**config.mk**
```make
export PLATFORM = sky130hd
export DESIGN_NAME = tile_lcd_top
export DESIGN_NICKNAME = d
export VERILOG_FILES = /design/src/tile_pkg.sv /design/src/lcd_pkg.sv /design/src/tile_lcd_top.sv /design/src/draw_ctrl.sv /design/src/lcd_write_strobe.sv /design/src/command_lut.sv
export SDC_FILE = /design/constraint.sdc
export NUM_CORES = 1
export LEC_CHECK = 0
export BUFFER_PORTS_ARGS = -buffer_cell sky130_fd_sc_hd__buf_4
export CAP_MARGIN = 20
export CORE_MARGIN = 2
export CORE_UTILIZATION = 30
export DETAILED_ROUTE_END_ITERATION = 16
export HOLD_SLACK_MARGIN = 0.12
export MAX_ROUTING_LAYER = met4
export SYNTH_ARGS = -nofsm -noshare
export SYNTH_HDL_FRONTEND = slang
export SYNTH_SLANG_ARGS = --single-unit
```
**constraint.sdc**
```tcl
create_clock -name clk -period 2.4 [get_ports clk]
set_input_delay 0.24 -clock clk [delete_from_list [all_inputs] [get_ports clk]]
set_output_delay 0.24 -clock clk [all_outputs]
set_load 0.01 [all_outputs]
```
**src/tile_pkg.sv**
```systemverilog
`default_nettype none

package tile_pkg;

    typedef struct packed {
        logic [3:0] x;
        logic [3:0] y;
        logic [2:0] obj_code;
    } tile_req_t;

    localparam logic [15:0] TILE_PIX = 16'd20;  // tile edge in pixels

    // RGB565 colour of each object code, unknown codes draw white
    function automatic logic [15:0] obj_colour(input logic [2:0] code);
        logic [15:0] c;
        case (code)
            3'd1:    c = 16'h901E;
            3'd2:    c = 16'h6815;
            3'd3:    c = 16'hF800;
            3'd4:    c = 16'h0814;
            default: c = 16'hFFFF;
        endcase
        return c;
    endfunction

endpackage

`default_nettype wire

```
**src/lcd_pkg.sv**
```systemverilog
`default_nettype none

package lcd_pkg;

    // sequencer modes, driven by the control FSM
    typedef enum logic [2:0] {
        IDLE,
        SET_I,   // advance one init step
        SEND_I,  // hold the init byte while it is on the bus
        SET,     // advance one tile step
        SEND     // hold the tile byte while it is on the bus
    } update_t;

    // dcx is low for a command byte and high for a data byte
    typedef struct packed {
        logic [7:0] d;
        logic       dcx;
    } lcd_byte_t;

    localparam logic [7:0] CMD_SWRESET = 8'h01;
    localparam logic [7:0] CMD_DISPOFF = 8'h28;
    localparam logic [7:0] CMD_COLMOD  = 8'h3A;
    localparam logic [7:0] CMD_SLPOUT  = 8'h11;
    localparam logic [7:0] CMD_DISPON  = 8'h29;
    localparam logic [7:0] CMD_CASET   = 8'h2A;
    localparam logic [7:0] CMD_PASET   = 8'h2B;
    localparam logic [7:0] CMD_RAMWR   = 8'h2C;
    localparam logic [7:0] COLMOD_565  = 8'h55;  // 16 bits per pixel

endpackage

`default_nettype wire
```
**src/tile_lcd_top.sv**
```systemverilog
`timescale 1ns/1ps
`default_nettype none

module tile_lcd_top #(
    parameter int WR_LOW_CYCLES  = 2,
    parameter int WR_HIGH_CYCLES = 2
) (
    input  wire logic                clk,
    input  wire logic                nrst,
    input  wire logic                req,
    input  wire tile_pkg::tile_req_t tile,
    output logic                     ack,
    output logic [7:0]               lcd_d,
    output logic                     lcd_dcx,
    output logic                     lcd_wrx
);

    import lcd_pkg::*;
    import tile_pkg::*;

    update_t   mode;
    tile_req_t tile_q;
    lcd_byte_t cur;
    logic      pause;
    logic      cmd_finished;
    logic      start;
    logic      done;

    // ====================
    // control

    draw_ctrl u_draw_ctrl (
        .clk          (clk),
        .nrst         (nrst),
        .req          (req),
        .tile         (tile),
        .pause        (pause),
        .cmd_finished (cmd_finished),
        .done         (done),
        .ack          (ack),
        .mode         (mode),
        .tile_q       (tile_q),
        .start        (start)
    );

    // ====================
    // datapath

    command_lut u_command_lut (
        .clk          (clk),
        .nrst         (nrst),
        .mode         (mode),
        .tile         (tile_q),
        .cur          (cur),
        .pause        (pause),
        .cmd_finished (cmd_finished)
    );

    lcd_write_strobe #(
        .WR_LOW_CYCLES  (WR_LOW_CYCLES),
        .WR_HIGH_CYCLES (WR_HIGH_CYCLES)
    ) u_lcd_write_strobe (
        .clk     (clk),
        .nrst    (nrst),
        .start   (start),
        .byte_in (cur),
        .lcd_d   (lcd_d),
        .lcd_dcx (lcd_dcx),
        .lcd_wrx (lcd_wrx),
        .done    (done)
    );

endmodule

`default_nettype wire

```
**src/draw_ctrl.sv**
```systemverilog
`timescale 1ns/1ps
`default_nettype none

module draw_ctrl (
    input  wire logic                clk,
    input  wire logic                nrst,
    input  wire logic                req,
    input  wire tile_pkg::tile_req_t tile,
    input  wire logic                pause,
    input  wire logic                cmd_finished,
    input  wire logic                done,
    output logic                     ack,
    output lcd_pkg::update_t         mode,
    output tile_pkg::tile_req_t      tile_q,
    output logic                     start
);

    import lcd_pkg::*;

    typedef enum logic [2:0] {
        INIT_STEP,
        INIT_WAIT,
        IDLE,
        DRAW_STEP,
        DRAW_WAIT,
        ACK_HIGH
    } state_t;

    state_t state;
    logic   init_done;
    logic   take_req;

    // requests wait here until the panel init has finished
    assign take_req = (state == IDLE) && init_done && req;

    always_ff @(posedge clk or negedge nrst) begin
        if (!nrst) begin
            state     <= IDLE;
            init_done <= 1'b0;
            start     <= 1'b0;
            ack       <= 1'b0;
        end else begin
            start <= 1'b0;
            case (state)
                IDLE: begin
                    if (!init_done) state <= INIT_STEP;
                    else if (take_req) state <= DRAW_STEP;
                end
                INIT_STEP: begin
                    if (!pause) begin
                        state <= INIT_WAIT;
                        start <= 1'b1;
                    end
                end
                INIT_WAIT: begin
                    if (done && cmd_finished) begin
                        init_done <= 1'b1;
                        state     <= IDLE;
                    end else if (done) begin
                        state <= INIT_STEP;
                    end
                end
                DRAW_STEP: begin
                    if (!pause) begin
                        state <= DRAW_WAIT;
                        start <= 1'b1;
                    end
                end
                DRAW_WAIT: begin
                    if (done && cmd_finished) begin
                        ack   <= 1'b1;  // last pixel byte is on the panel
                        state <= ACK_HIGH;
                    end else if (done) begin
                        state <= DRAW_STEP;
                    end
                end
                ACK_HIGH: begin
                    if (!req) begin
                        ack   <= 1'b0;
                        state <= IDLE;
                    end
                end
                default: state <= IDLE;
            endcase
        end
    end

    always_ff @(posedge clk) begin
        if (take_req) begin
            tile_q <= tile;
        end
    end

    always_comb begin
        case (state)
            INIT_STEP: mode = SET_I;
            INIT_WAIT: mode = SEND_I;
            DRAW_STEP: mode = SET;
            DRAW_WAIT: mode = SEND;
            default:   mode = lcd_pkg::IDLE;  // clears the sequencer step
        endcase
    end

endmodule

`default_nettype wire

```
**src/lcd_write_strobe.sv**
```systemverilog
`timescale 1ns/1ps
`default_nettype none

module lcd_write_strobe #(
    parameter int WR_LOW_CYCLES  = 2,
    parameter int WR_HIGH_CYCLES = 2
) (
    input  wire logic               clk,
    input  wire logic               nrst,
    input  wire logic               start,
    input  wire lcd_pkg::lcd_byte_t byte_in,
    output logic [7:0]              lcd_d,
    output logic                    lcd_dcx,
    output logic                    lcd_wrx,
    output logic                    done
);

    import lcd_pkg::*;

    localparam int MAX_PHASE = (WR_LOW_CYCLES > WR_HIGH_CYCLES) ? WR_LOW_CYCLES : WR_HIGH_CYCLES;
    localparam int CNT_W     = $clog2(MAX_PHASE + 1);

    lcd_byte_t        byte_q;
    logic             busy;
    logic [CNT_W-1:0] cnt;  // cycles left in the current phase

    always_ff @(posedge clk or negedge nrst) begin
        if (!nrst) begin
            lcd_wrx <= 1'b1;
            busy    <= 1'b0;
            cnt     <= '0;
        end else if (start) begin
            lcd_wrx <= 1'b0;
            busy    <= 1'b1;
            cnt     <= CNT_W'(WR_LOW_CYCLES - 1);
        end else if (busy) begin
            if (cnt != '0) begin
                cnt <= cnt - 1'b1;
            end else if (!lcd_wrx) begin
                lcd_wrx <= 1'b1;  // rising edge, the panel latches here
                cnt     <= CNT_W'(WR_HIGH_CYCLES - 1);
            end else begin
                busy <= 1'b0;
            end
        end
    end

    always_ff @(posedge clk) begin
        if (start) begin
            byte_q <= byte_in;
        end
    end

    assign lcd_d   = byte_q.d;
    assign lcd_dcx = byte_q.dcx;
    assign done    = busy && lcd_wrx && (cnt == '0);

endmodule

`default_nettype wire

```
**src/command_lut.sv**
```systemverilog
`timescale 1ns/1ps
`default_nettype none

module command_lut (
    input  wire logic                clk,
    input  wire logic                nrst,
    input  wire lcd_pkg::update_t    mode,
    input  wire tile_pkg::tile_req_t tile,
    output lcd_pkg::lcd_byte_t       cur,
    output logic                     pause,
    output logic                     cmd_finished
);

    import lcd_pkg::*;
    import tile_pkg::*;

    localparam logic [15:0] INIT_PAUSE = 16'd7;  // idle cycles after SWRESET and SLPOUT
    localparam logic [15:0] PIX_BYTES  = 16'd2 * TILE_PIX * TILE_PIX;

    logic [3:0]  cmd_num;
    logic [3:0]  next_cmd_num;
    logic [15:0] count;  // delay cycles in init, pixel bytes sent in a tile
    logic [15:0] next_count;
    logic [15:0] sc;
    logic [15:0] ec;
    logic [15:0] sp;
    logic [15:0] ep;
    logic [15:0] colour;
    logic        init_mode;
    logic        draw_mode;

    assign init_mode = (mode == SET_I) || (mode == SEND_I);
    assign draw_mode = (mode == SET) || (mode == SEND);

    // tile corners in panel coordinates
    assign sc = {12'd0, tile.x} * TILE_PIX;
    assign ec = ({12'd0, tile.x} + 16'd1) * TILE_PIX;
    assign sp = {12'd0, tile.y} * TILE_PIX;
    assign ep = ({12'd0, tile.y} + 16'd1) * TILE_PIX;

    assign colour = obj_colour(tile.obj_code);

    always_ff @(posedge clk or negedge nrst) begin
        if (!nrst) begin
            cmd_num <= 4'd0;
            count   <= 16'd0;
        end else begin
            cmd_num <= next_cmd_num;
            count   <= next_count;
        end
    end

    // ====================
    // step and counter update

    always_comb begin
        next_cmd_num = cmd_num;
        next_count   = count;
        pause        = 1'b0;
        case (mode)
            IDLE: begin
                next_cmd_num = 4'd0;  // every sequence starts from step zero
                next_count   = 16'd0;
            end
            SET_I: begin
                if ((cmd_num == 4'd1 || cmd_num == 4'd5) && count < INIT_PAUSE) begin
                    pause      = 1'b1;
                    next_count = count + 16'd1;
                end else begin
                    next_cmd_num = cmd_num + 4'd1;
                    next_count   = 16'd0;
                end
            end
            SET: begin
                case (cmd_num)
                    4'd12: begin
                        next_cmd_num = 4'd13;
                        next_count   = count + 16'd1;
                    end
                    4'd13: begin
                        next_cmd_num = 4'd12;
                        next_count   = count + 16'd1;
                    end
                    default: next_cmd_num = cmd_num + 4'd1;
                endcase
            end
            default: next_cmd_num = cmd_num;  // hold while the byte is on the bus
        endcase
    end

    // last init byte, or the low byte of the last pixel
    assign cmd_finished = ((mode == SEND_I) && (cmd_num == 4'd6)) ||
                          ((mode == SEND) && (cmd_num == 4'd13) &&
                           (count == PIX_BYTES - 16'd1));

    // ====================
    // byte decode from the registered step

    always_comb begin
        cur = '{d: 8'h00, dcx: 1'b0};
        if (init_mode) begin
            case (cmd_num)
                4'd1:    cur = '{d: CMD_SWRESET, dcx: 1'b0};
                4'd2:    cur = '{d: CMD_DISPOFF, dcx: 1'b0};
                4'd3:    cur = '{d: CMD_COLMOD, dcx: 1'b0};
                4'd4:    cur = '{d: COLMOD_565, dcx: 1'b1};
                4'd5:    cur = '{d: CMD_SLPOUT, dcx: 1'b0};
                4'd6:    cur = '{d: CMD_DISPON, dcx: 1'b0};
                default: cur = '{d: 8'h00, dcx: 1'b0};
            endcase
        end else if (draw_mode) begin
            case (cmd_num)
                4'd1:    cur = '{d: CMD_CASET, dcx: 1'b0};
                4'd2:    cur = '{d: sc[15:8], dcx: 1'b1};
                4'd3:    cur = '{d: sc[7:0], dcx: 1'b1};
                4'd4:    cur = '{d: ec[15:8], dcx: 1'b1};
                4'd5:    cur = '{d: ec[7:0], dcx: 1'b1};
                4'd6:    cur = '{d: CMD_PASET, dcx: 1'b0};
                4'd7:    cur = '{d: sp[15:8], dcx: 1'b1};
                4'd8:    cur = '{d: sp[7:0], dcx: 1'b1};
                4'd9:    cur = '{d: ep[15:8], dcx: 1'b1};
                4'd10:   cur = '{d: ep[7:0], dcx: 1'b1};
                4'd11:   cur = '{d: CMD_RAMWR, dcx: 1'b0};
                4'd12:   cur = '{d: colour[15:8], dcx: 1'b1};
                4'd13:   cur = '{d: colour[7:0], dcx: 1'b1};
                default: cur = '{d: 8'h00, dcx: 1'b0};
            endcase
        end
    end

endmodule

`default_nettype wire

```
==> flow_metrics.py, run 1 <==
metrics = {
    "logic_synthesis": {
        "yosys_warnings": 0,
        "yosysSeqAreaShare_pct": 38.5,
        "async_reset_ff_share_pct": 60.0,
        "synth_nets": 427,
        "synth_top_flop_cell": "dfrtp_1",
        "synth_cell_types": 59,
        "postSynthAreaPerCell_um2": 9.19,
        "synth_top_area_share_pct": 19.9,
        "synth_seq_cells": 50,
        "syn_area_um2": 3520,
        "synthTopCellsByArea": "dfrtp_1 (20%), edfxtp_1 (17%), ha_1 (9.2%)",
        "yosysTopAreaCell": "dfrtp_1",
        "syn_inst": 383,
        "synth_edf_count": 20,
    },
    "worst_hold_path": {
        "min_to": "u_draw_ctrl.tile_q[1]",
        "hold_start": "tile[1]",
        "hold_path_depth": 1,
        "holdCritPathClass": "input pin to register",
    },
    "timing": {
        "rsz0062_at_grt": "true",
        "hold_ws_ns": 0.126,
        "fin_ws_ns": -0.0849,
        "fin_skew_ns": 0.00981,
        "post-route-min-period_ns": 2.48,
        "tns_ns": -0.187,
        "setup_violations": 3,
        "finalCritPeriodShare_pct": 104,
        "clock.fmax_mhz": 402,
        "hold_violations": 0,
        "slew_violations": 0,
    },
    "place": {
        "place.gp.congestion": 0.845,
        "dpl.cell_count": 563,
        "io_buffer_count": 24,
        "postPlaceCellArea_um2": 4040,
        "preCtsSetupSlack_ns": -0.104,
        "post-dp-hpwl_um": 6510,
    },
    "routing": {
        "avgRoutedWirePerCell_um": 15.2,
        "vias": 3007,
        "vias_per_cell": 5.11,
        "drc": 0,
        "firstDrtPassIters": 4,
        "wl_um": 8960,
        "drtIter0Drc": 184,
        "ant_nets": 0,
    },
    "global_route": {
        "grt.total_usage_pct": 14.7,
        "antenna_found_initial": 0,
        "grt_pass1_vias": 2968,
        "grt_pass1_wl_um": 14700,
        "grt_max_degree": 31,
        "overflow": 0,
    },
    "die": {
        "io_pins": 25,
        "dieHeight_um": 112,
        "die_w_um": 112,
        "num_rows": 39,
        "core_um2": 11400,
        "initial_core_util_pct": 30.8,
        "dieArea_um2": 12600,
    },
    "critical_path": {
        "crit_chain": "buf_6, ha_1, ha_2, fa_1, a32oi_2, a21oi_1, nor3_1, o21ai_1",
        "crit_arrival_ns": 2.52,
        "startpoint": "u_draw_ctrl.tile_q[4]",
        "critPathSlowestCell": "fa_1",
        "end_kind": "register",
        "r2r_slack_ns": -0.08,
        "crit_required_ns": 2.44,
        "start_kind": "register",
        "reg2reg_to": "u_lcd_write_strobe.lcd_d[6]",
        "path_class": "register to register",
        "crit_fanout": 3,
        "reg2reg_depth": 8,
        "critPathMaxStageDelay_ns": 0.52,
        "r2r_start": "u_draw_ctrl.tile_q[4]",
    },
    "clocking": {
        "h-tree-depth": 2,
        "clockRootBuffer": "clkbuf_16",
        "cts_inserted_buffers": 5,
        "cts_tree": "done",
        "insertion_delay_ns": 0.30,
        "cts.clk_slew.worst_paths_ns": 0.06,
        "cts_max_path_buffers": 2,
        "cts_sinks": 50,
    },
    "final_layout": {
        "final_nets": 488,
        "finalNonFillerCells": 588,
        "fill_cells": 1112,
        "seq_area_um2": 1350,
        "multi_input_area_um2": 2260,
        "antenna_cells": 0,
        "area_growth_syn_to_layout_pct": 30.3,
        "drive_above_1_share_pct": 25.2,
        "final_area_um2": 4590,
    },
    "flow_run": {
        "drv_cap": 0,
    },
    "status": {
        "violations": "negative setup slack",
        "run_status": "finished with violations",
    },
    "power": {
        "power.density_nw_per_um2": 377,
        "ir_drop_uv": 290,
        "p_leak_nw": 1.90,
    },
}
registers in the layout, indices dropped and copies added, names as in the netlist:
register                    flops
u_draw_ctrl.start               1
u_draw_ctrl.init_done           1
u_lcd_write_strobe.lcd_wrx      1
u_lcd_write_strobe.lcd_d        8
u_lcd_write_strobe.cnt          2
u_draw_ctrl.ack                 1
u_command_lut.count            16
u_draw_ctrl.state               3
u_lcd_write_strobe.lcd_dcx      1
u_command_lut.cmd_num           4
u_lcd_write_strobe.busy         1
u_draw_ctrl.tile_q             11
per-layer routing:
metal | up-vias | share of wire, % | track usage (%)
met5 | - | 0 | -
met1 | 1424 | 45 | 19.1
met4 | 0 | 2.3 | 4.39
met3 | 13 | 3.9 | 1.78
met2 | 70 | 49 | 24.1
li1 | 1500 | - | -
cells in the mapped netlist (2+ instances only):
cell type  count
a31oi_1        4
a21oi_1       21
nand4_1        8
a32oi_1        2
xnor2_1        8
nand2b_1      10
xor2_1        17
or2_2          2
dfstp_2        2
nor4_1         3
o21a_1         3
nor2_1        42
mux2i_1        2
o21ai_0       22
o22ai_1        3
edfxtp_1      20
nand2_1       23
a22o_1         2
nor4bb_1       2
nor3_1        17
dfrtp_1       28
o211ai_1       6
nand3b_1       4
clkbuf_1       9
and3_1         3
o2111ai_1      2
inv_1         15
mux2_2         2
and2_1         2
buf_2          7
a21o_1         5
o31ai_1        2
nand3_1       17
a211o_1        3
ha_1          26
nor2b_1       13
fa_1           4
report_power, final:
group          internal (mW)  total (mW)  switching, mW
Sequential             0.887       0.887              0
Combinational         0.0218      0.0400         0.0182
Clock                  0.482       0.803          0.320
worst max-delay path by stage:
stage | to
detailed placement | u_lcd_write_strobe.lcd_d[7]
finish | u_lcd_write_strobe.lcd_d[6]
CTS | u_lcd_write_strobe.lcd_d[7]
global placement | u_lcd_write_strobe.lcd_d[7]
global route | u_lcd_write_strobe.lcd_d[6]
floorplan | u_lcd_write_strobe.lcd_d[7]
stage by stage:
stage / util (%) / power (mW)
6_report: 40.2 / 1.73
2_1_floorplan: - / 0.908
3_3_place_gp: 35.4 / 0.937
5_1_grt: 40.2 / 1.78
3_5_place_dp: 35.4 / 0.937
4_1_cts: 37.7 / 1.75
final cells by class:
class	instances	area share (%)
multi-input combinational	300	49.2
sequential	50	29.5
timing repair buffer	72	12.4
tap	143	3.90
clock buffer	7	3.57
inverter	15	1.23
clock inverter	1	0.191
cell families (layout without fill, tap and decap cells):
kind of cell | count (synthesis) | in the layout | synth area share (%)
simple gates | 157 | 157 | 23.6
other cells | 1 | 1 | 0.107
compound gates | 83 | 83 | 15.0
mux | 4 | 4 | 1.21
fa+ha+maj | 30 | 30 | 11.5
buf+inv | 33 | 95 | 3.98
xor+xnor | 25 | 25 | 6.22
flops | 50 | 50 | 38.5
placed cells by master, fill, tap and decap left out, drive strengths merged, types with 13 or more instances in the layout:
cell	n
buf	67
nor2	42
dfrtp	28
ha	26
nand2	23
o21ai	23
a21oi	21
edfxtp	20
nor3	18
xor2	17
nand3	17
inv	16
nor2b	13
what timing repair did:
action | 4_1_cts | 5_1_grt
gates resized for setup | 9 | 31
hold buffers | 5 | 0
endpoints found under the setup margin | 4 | 6
buffers inserted | 1 | 11
pin swaps | 3 | 28
endpoints found under the hold margin | 32 | 0
worst max-delay path: cells and delay by family, from the launching register on:
kind / cells / cell delay, ns
AOI/OAI and AO/OA: 3 / 0.43
and+or+nand+nor: 1 / 0.20
adders and majority gates: 3 / 1.00
DFF: 1 / 0.45
buffers and inverters: 1 / 0.15
Note: power is estimated with default switching activity, not from simulation.
==> run 2, diff against run 1 <==
- CELL_PAD_IN_SITES_DETAIL_PLACEMENT: default -> 0
- CELL_PAD_IN_SITES_GLOBAL_PLACEMENT: default -> 1
- PLACE_DENSITY_LB_ADDON: default -> 0.1
==> flow_metrics.py, run 2 (synthesis gave the netlist of run 1 again) <==
metrics = {
    "status": {
        "run_status": "finished with violations",
        "violations": "negative setup slack",
    },
    "routing": {
        "drtIter0Drc": 137,
        "vias": 2979,
        "ant_nets": 0,
        "vias_per_cell": 5.05,
        "wl_um": 9350,
        "drc": 0,
        "avgRoutedWirePerCell_um": 15.8,
        "firstDrtPassIters": 4,
    },
    "die": {
        "die_w_um": 112,
        "num_rows": 39,
        "io_pins": 25,
        "core_um2": 11400,
        "dieArea_um2": 12600,
        "initial_core_util_pct": 30.8,
        "dieHeight_um": 112,
    },
    "timing": {
        "finalCritPeriodShare_pct": 102,
        "post-route-min-period_ns": 2.44,
        "slew_violations": 0,
        "setup_violations": 2,
        "worst_pin_slew_ns": 0.557,
        "slew_headroom_pct": 62.9,
        "clock.fmax_mhz": 410,
        "rsz0062_at_grt": "true",
        "hold_violations": 0,
        "hold_ws_ns": 0.131,
        "fin_skew_ns": 0.00580,
        "fin_ws_ns": -0.0413,
    },
    "global_route": {
        "antenna_found_initial": 0,
        "grt_max_degree": 31,
        "grt_pass1_wl_um": 15600,
        "grt.total_usage_pct": 16.1,
        "grt_pass1_vias": 2926,
        "overflow": 0,
    },
    "final_layout": {
        "largest_reg_flops": 16,
        "fill_cells": 1159,
        "final_common_cell": "buf_4",
        "drive_above_1_share_pct": 23.3,
        "area_growth_syn_to_layout_pct": 28.0,
        "antenna_cells": 0,
        "final_cell_mix": "buf_4 (62), nor2_1 (42), dfrtp_1 (28), nand2_1 (23)",
        "final_nets": 490,
        "largest-register": "u_command_lut.count",
    },
    "place": {
        "io_buffer_count": 24,
        "post-dp-hpwl_um": 6950,
        "place.gp.congestion": 0.830,
    },
    "clocking": {
        "cts_tree": "done",
        "cts.clk_slew.worst_paths_ns": 0.07,
        "cts_max_path_buffers": 2,
        "clockRootBuffer": "clkbuf_16",
        "h-tree-depth": 2,
        "cts_inserted_buffers": 5,
        "insertion_delay_ns": 0.30,
        "cts_sinks": 50,
    },
    "power": {
        "power.density_nw_per_um2": 393,
        "p_leak_nw": 1.91,
        "power_mw": 1.77,
        "ir_drop_uv": 265,
    },
    "critical_path": {
        "critPathMaxStageDelay_ns": 0.51,
        "reg2reg_depth": 9,
        "path_class": "register to register",
        "end_kind": "register",
        "r2r_start": "u_draw_ctrl.tile_q[7]",
        "crit_fanout": 3,
        "crit_required_ns": 2.46,
        "reg2reg_to": "u_lcd_write_strobe.lcd_d[6]",
        "crit_top_cell": "ha_4",
        "critPathSlowestCell": "fa_1",
        "r2r_slack_ns": -0.04,
        "crit_chain": "buf_6, buf_4, ha_4, ha_4, fa_1, a32oi_1, a21oi_2, nor3_2, o21ai_1",
        "crit_arrival_ns": 2.50,
        "start_kind": "register",
    },
    "flow_run": {
        "drv_cap": 0,
    },
    "worst_hold_path": {
        "holdCritPathClass": "input pin to register",
        "min_to": "u_draw_ctrl.tile_q[7]",
        "hold_path_depth": 1,
        "hold_start": "tile[7]",
    },
}
[run 2: changes by cell type in the layout (fill, tap and decap cells not counted), moves of 2 or more]
cell	change
dlygate4sd3_1	+6
ha_1	+5
buf_6	-3
ha_4	-5
a21oi_2	+2
nand3_4	-2
a21oi_1	-2
[run 2: how the worst max path moves through the flow]
stage	slack (ns)	to	start
detailed placement	-0.05	u_lcd_write_strobe.lcd_d[6]	u_draw_ctrl.tile_q[4]
global route	-0.16	u_lcd_write_strobe.lcd_d[6]	u_draw_ctrl.tile_q[4]
floorplan	-0.01	u_lcd_write_strobe.lcd_d[7]	u_draw_ctrl.tile_q[5]
finish	-0.04	u_lcd_write_strobe.lcd_d[6]	u_draw_ctrl.tile_q[7]
global placement	-0.02	u_lcd_write_strobe.lcd_d[7]	u_draw_ctrl.tile_q[4]
CTS	-0.03	u_lcd_write_strobe.lcd_d[7]	u_draw_ctrl.tile_q[3]
[run 2: timing repair]
action,in CTS,in global routing
gates resized for setup,4,25
hold buffers,11,0
gates cloned,0,0
pin swaps,5,18
buffers inserted,1,3
hold endpoints to repair,38,0
setup endpoints to repair,3,7
[run 2: layer usage]
layer  part of all wire (%)  GRT usage [%]  up-vias
met5                      0              -        -
met2                     44           24.1       50
met4                    1.2           4.23        0
li1                       -              -     1505
met3                    3.4           3.40        8
met1                     51           22.2     1416
[run 2: layout make-up]
cell class / instances / area (um^2) / area share, %
Multi-Input combinational cell: 300 / 2160 / 47.9
Clock buffer: 7 / 164 / 3.64
Inverter: 15 / 56.3 / 1.25
Tap cell: 143 / 179 / 3.97
Timing Repair Buffer: 74 / 587 / 13.0
Sequential cell: 50 / 1350 / 30.0
Clock inverter: 1 / 8.76 / 0.194
[run 2: power breakdown]
part / internal [mW] / total [mW] / switching [mW]
registers: 0.886 / 0.886 / 0
logic: 0.0271 / 0.0466 / 0.0195
clock network: 0.484 / 0.840 / 0.356
[run 2: critical path, delay by kind of cell (launching register included)]
family          cells  cell delay (ns)
compound gates      3             0.43
fa+ha+maj           3             0.83
buf+inv             2             0.31
flops               1             0.47
simple gates        1             0.17
[run 2: through the flow]
stage / cells / utilization [%] / area [um^2] / setup slack, ns / setup TNS [ns]
2_1_floorplan: 383 / - / 3530 / -0.0120 / -0.0120
3_3_place_gp: 567 / 35.6 / 4070 / -0.0172 / -0.0187
3_5_place_dp: 567 / 35.6 / 4070 / -0.0528 / -0.108
4_1_cts: 587 / 38.2 / 4360 / -0.0344 / -0.0650
5_1_grt: 590 / 39.5 / 4510 / -0.160 / -0.418
6_report: 590 / 39.5 / 4510 / -0.0413 / -0.0488
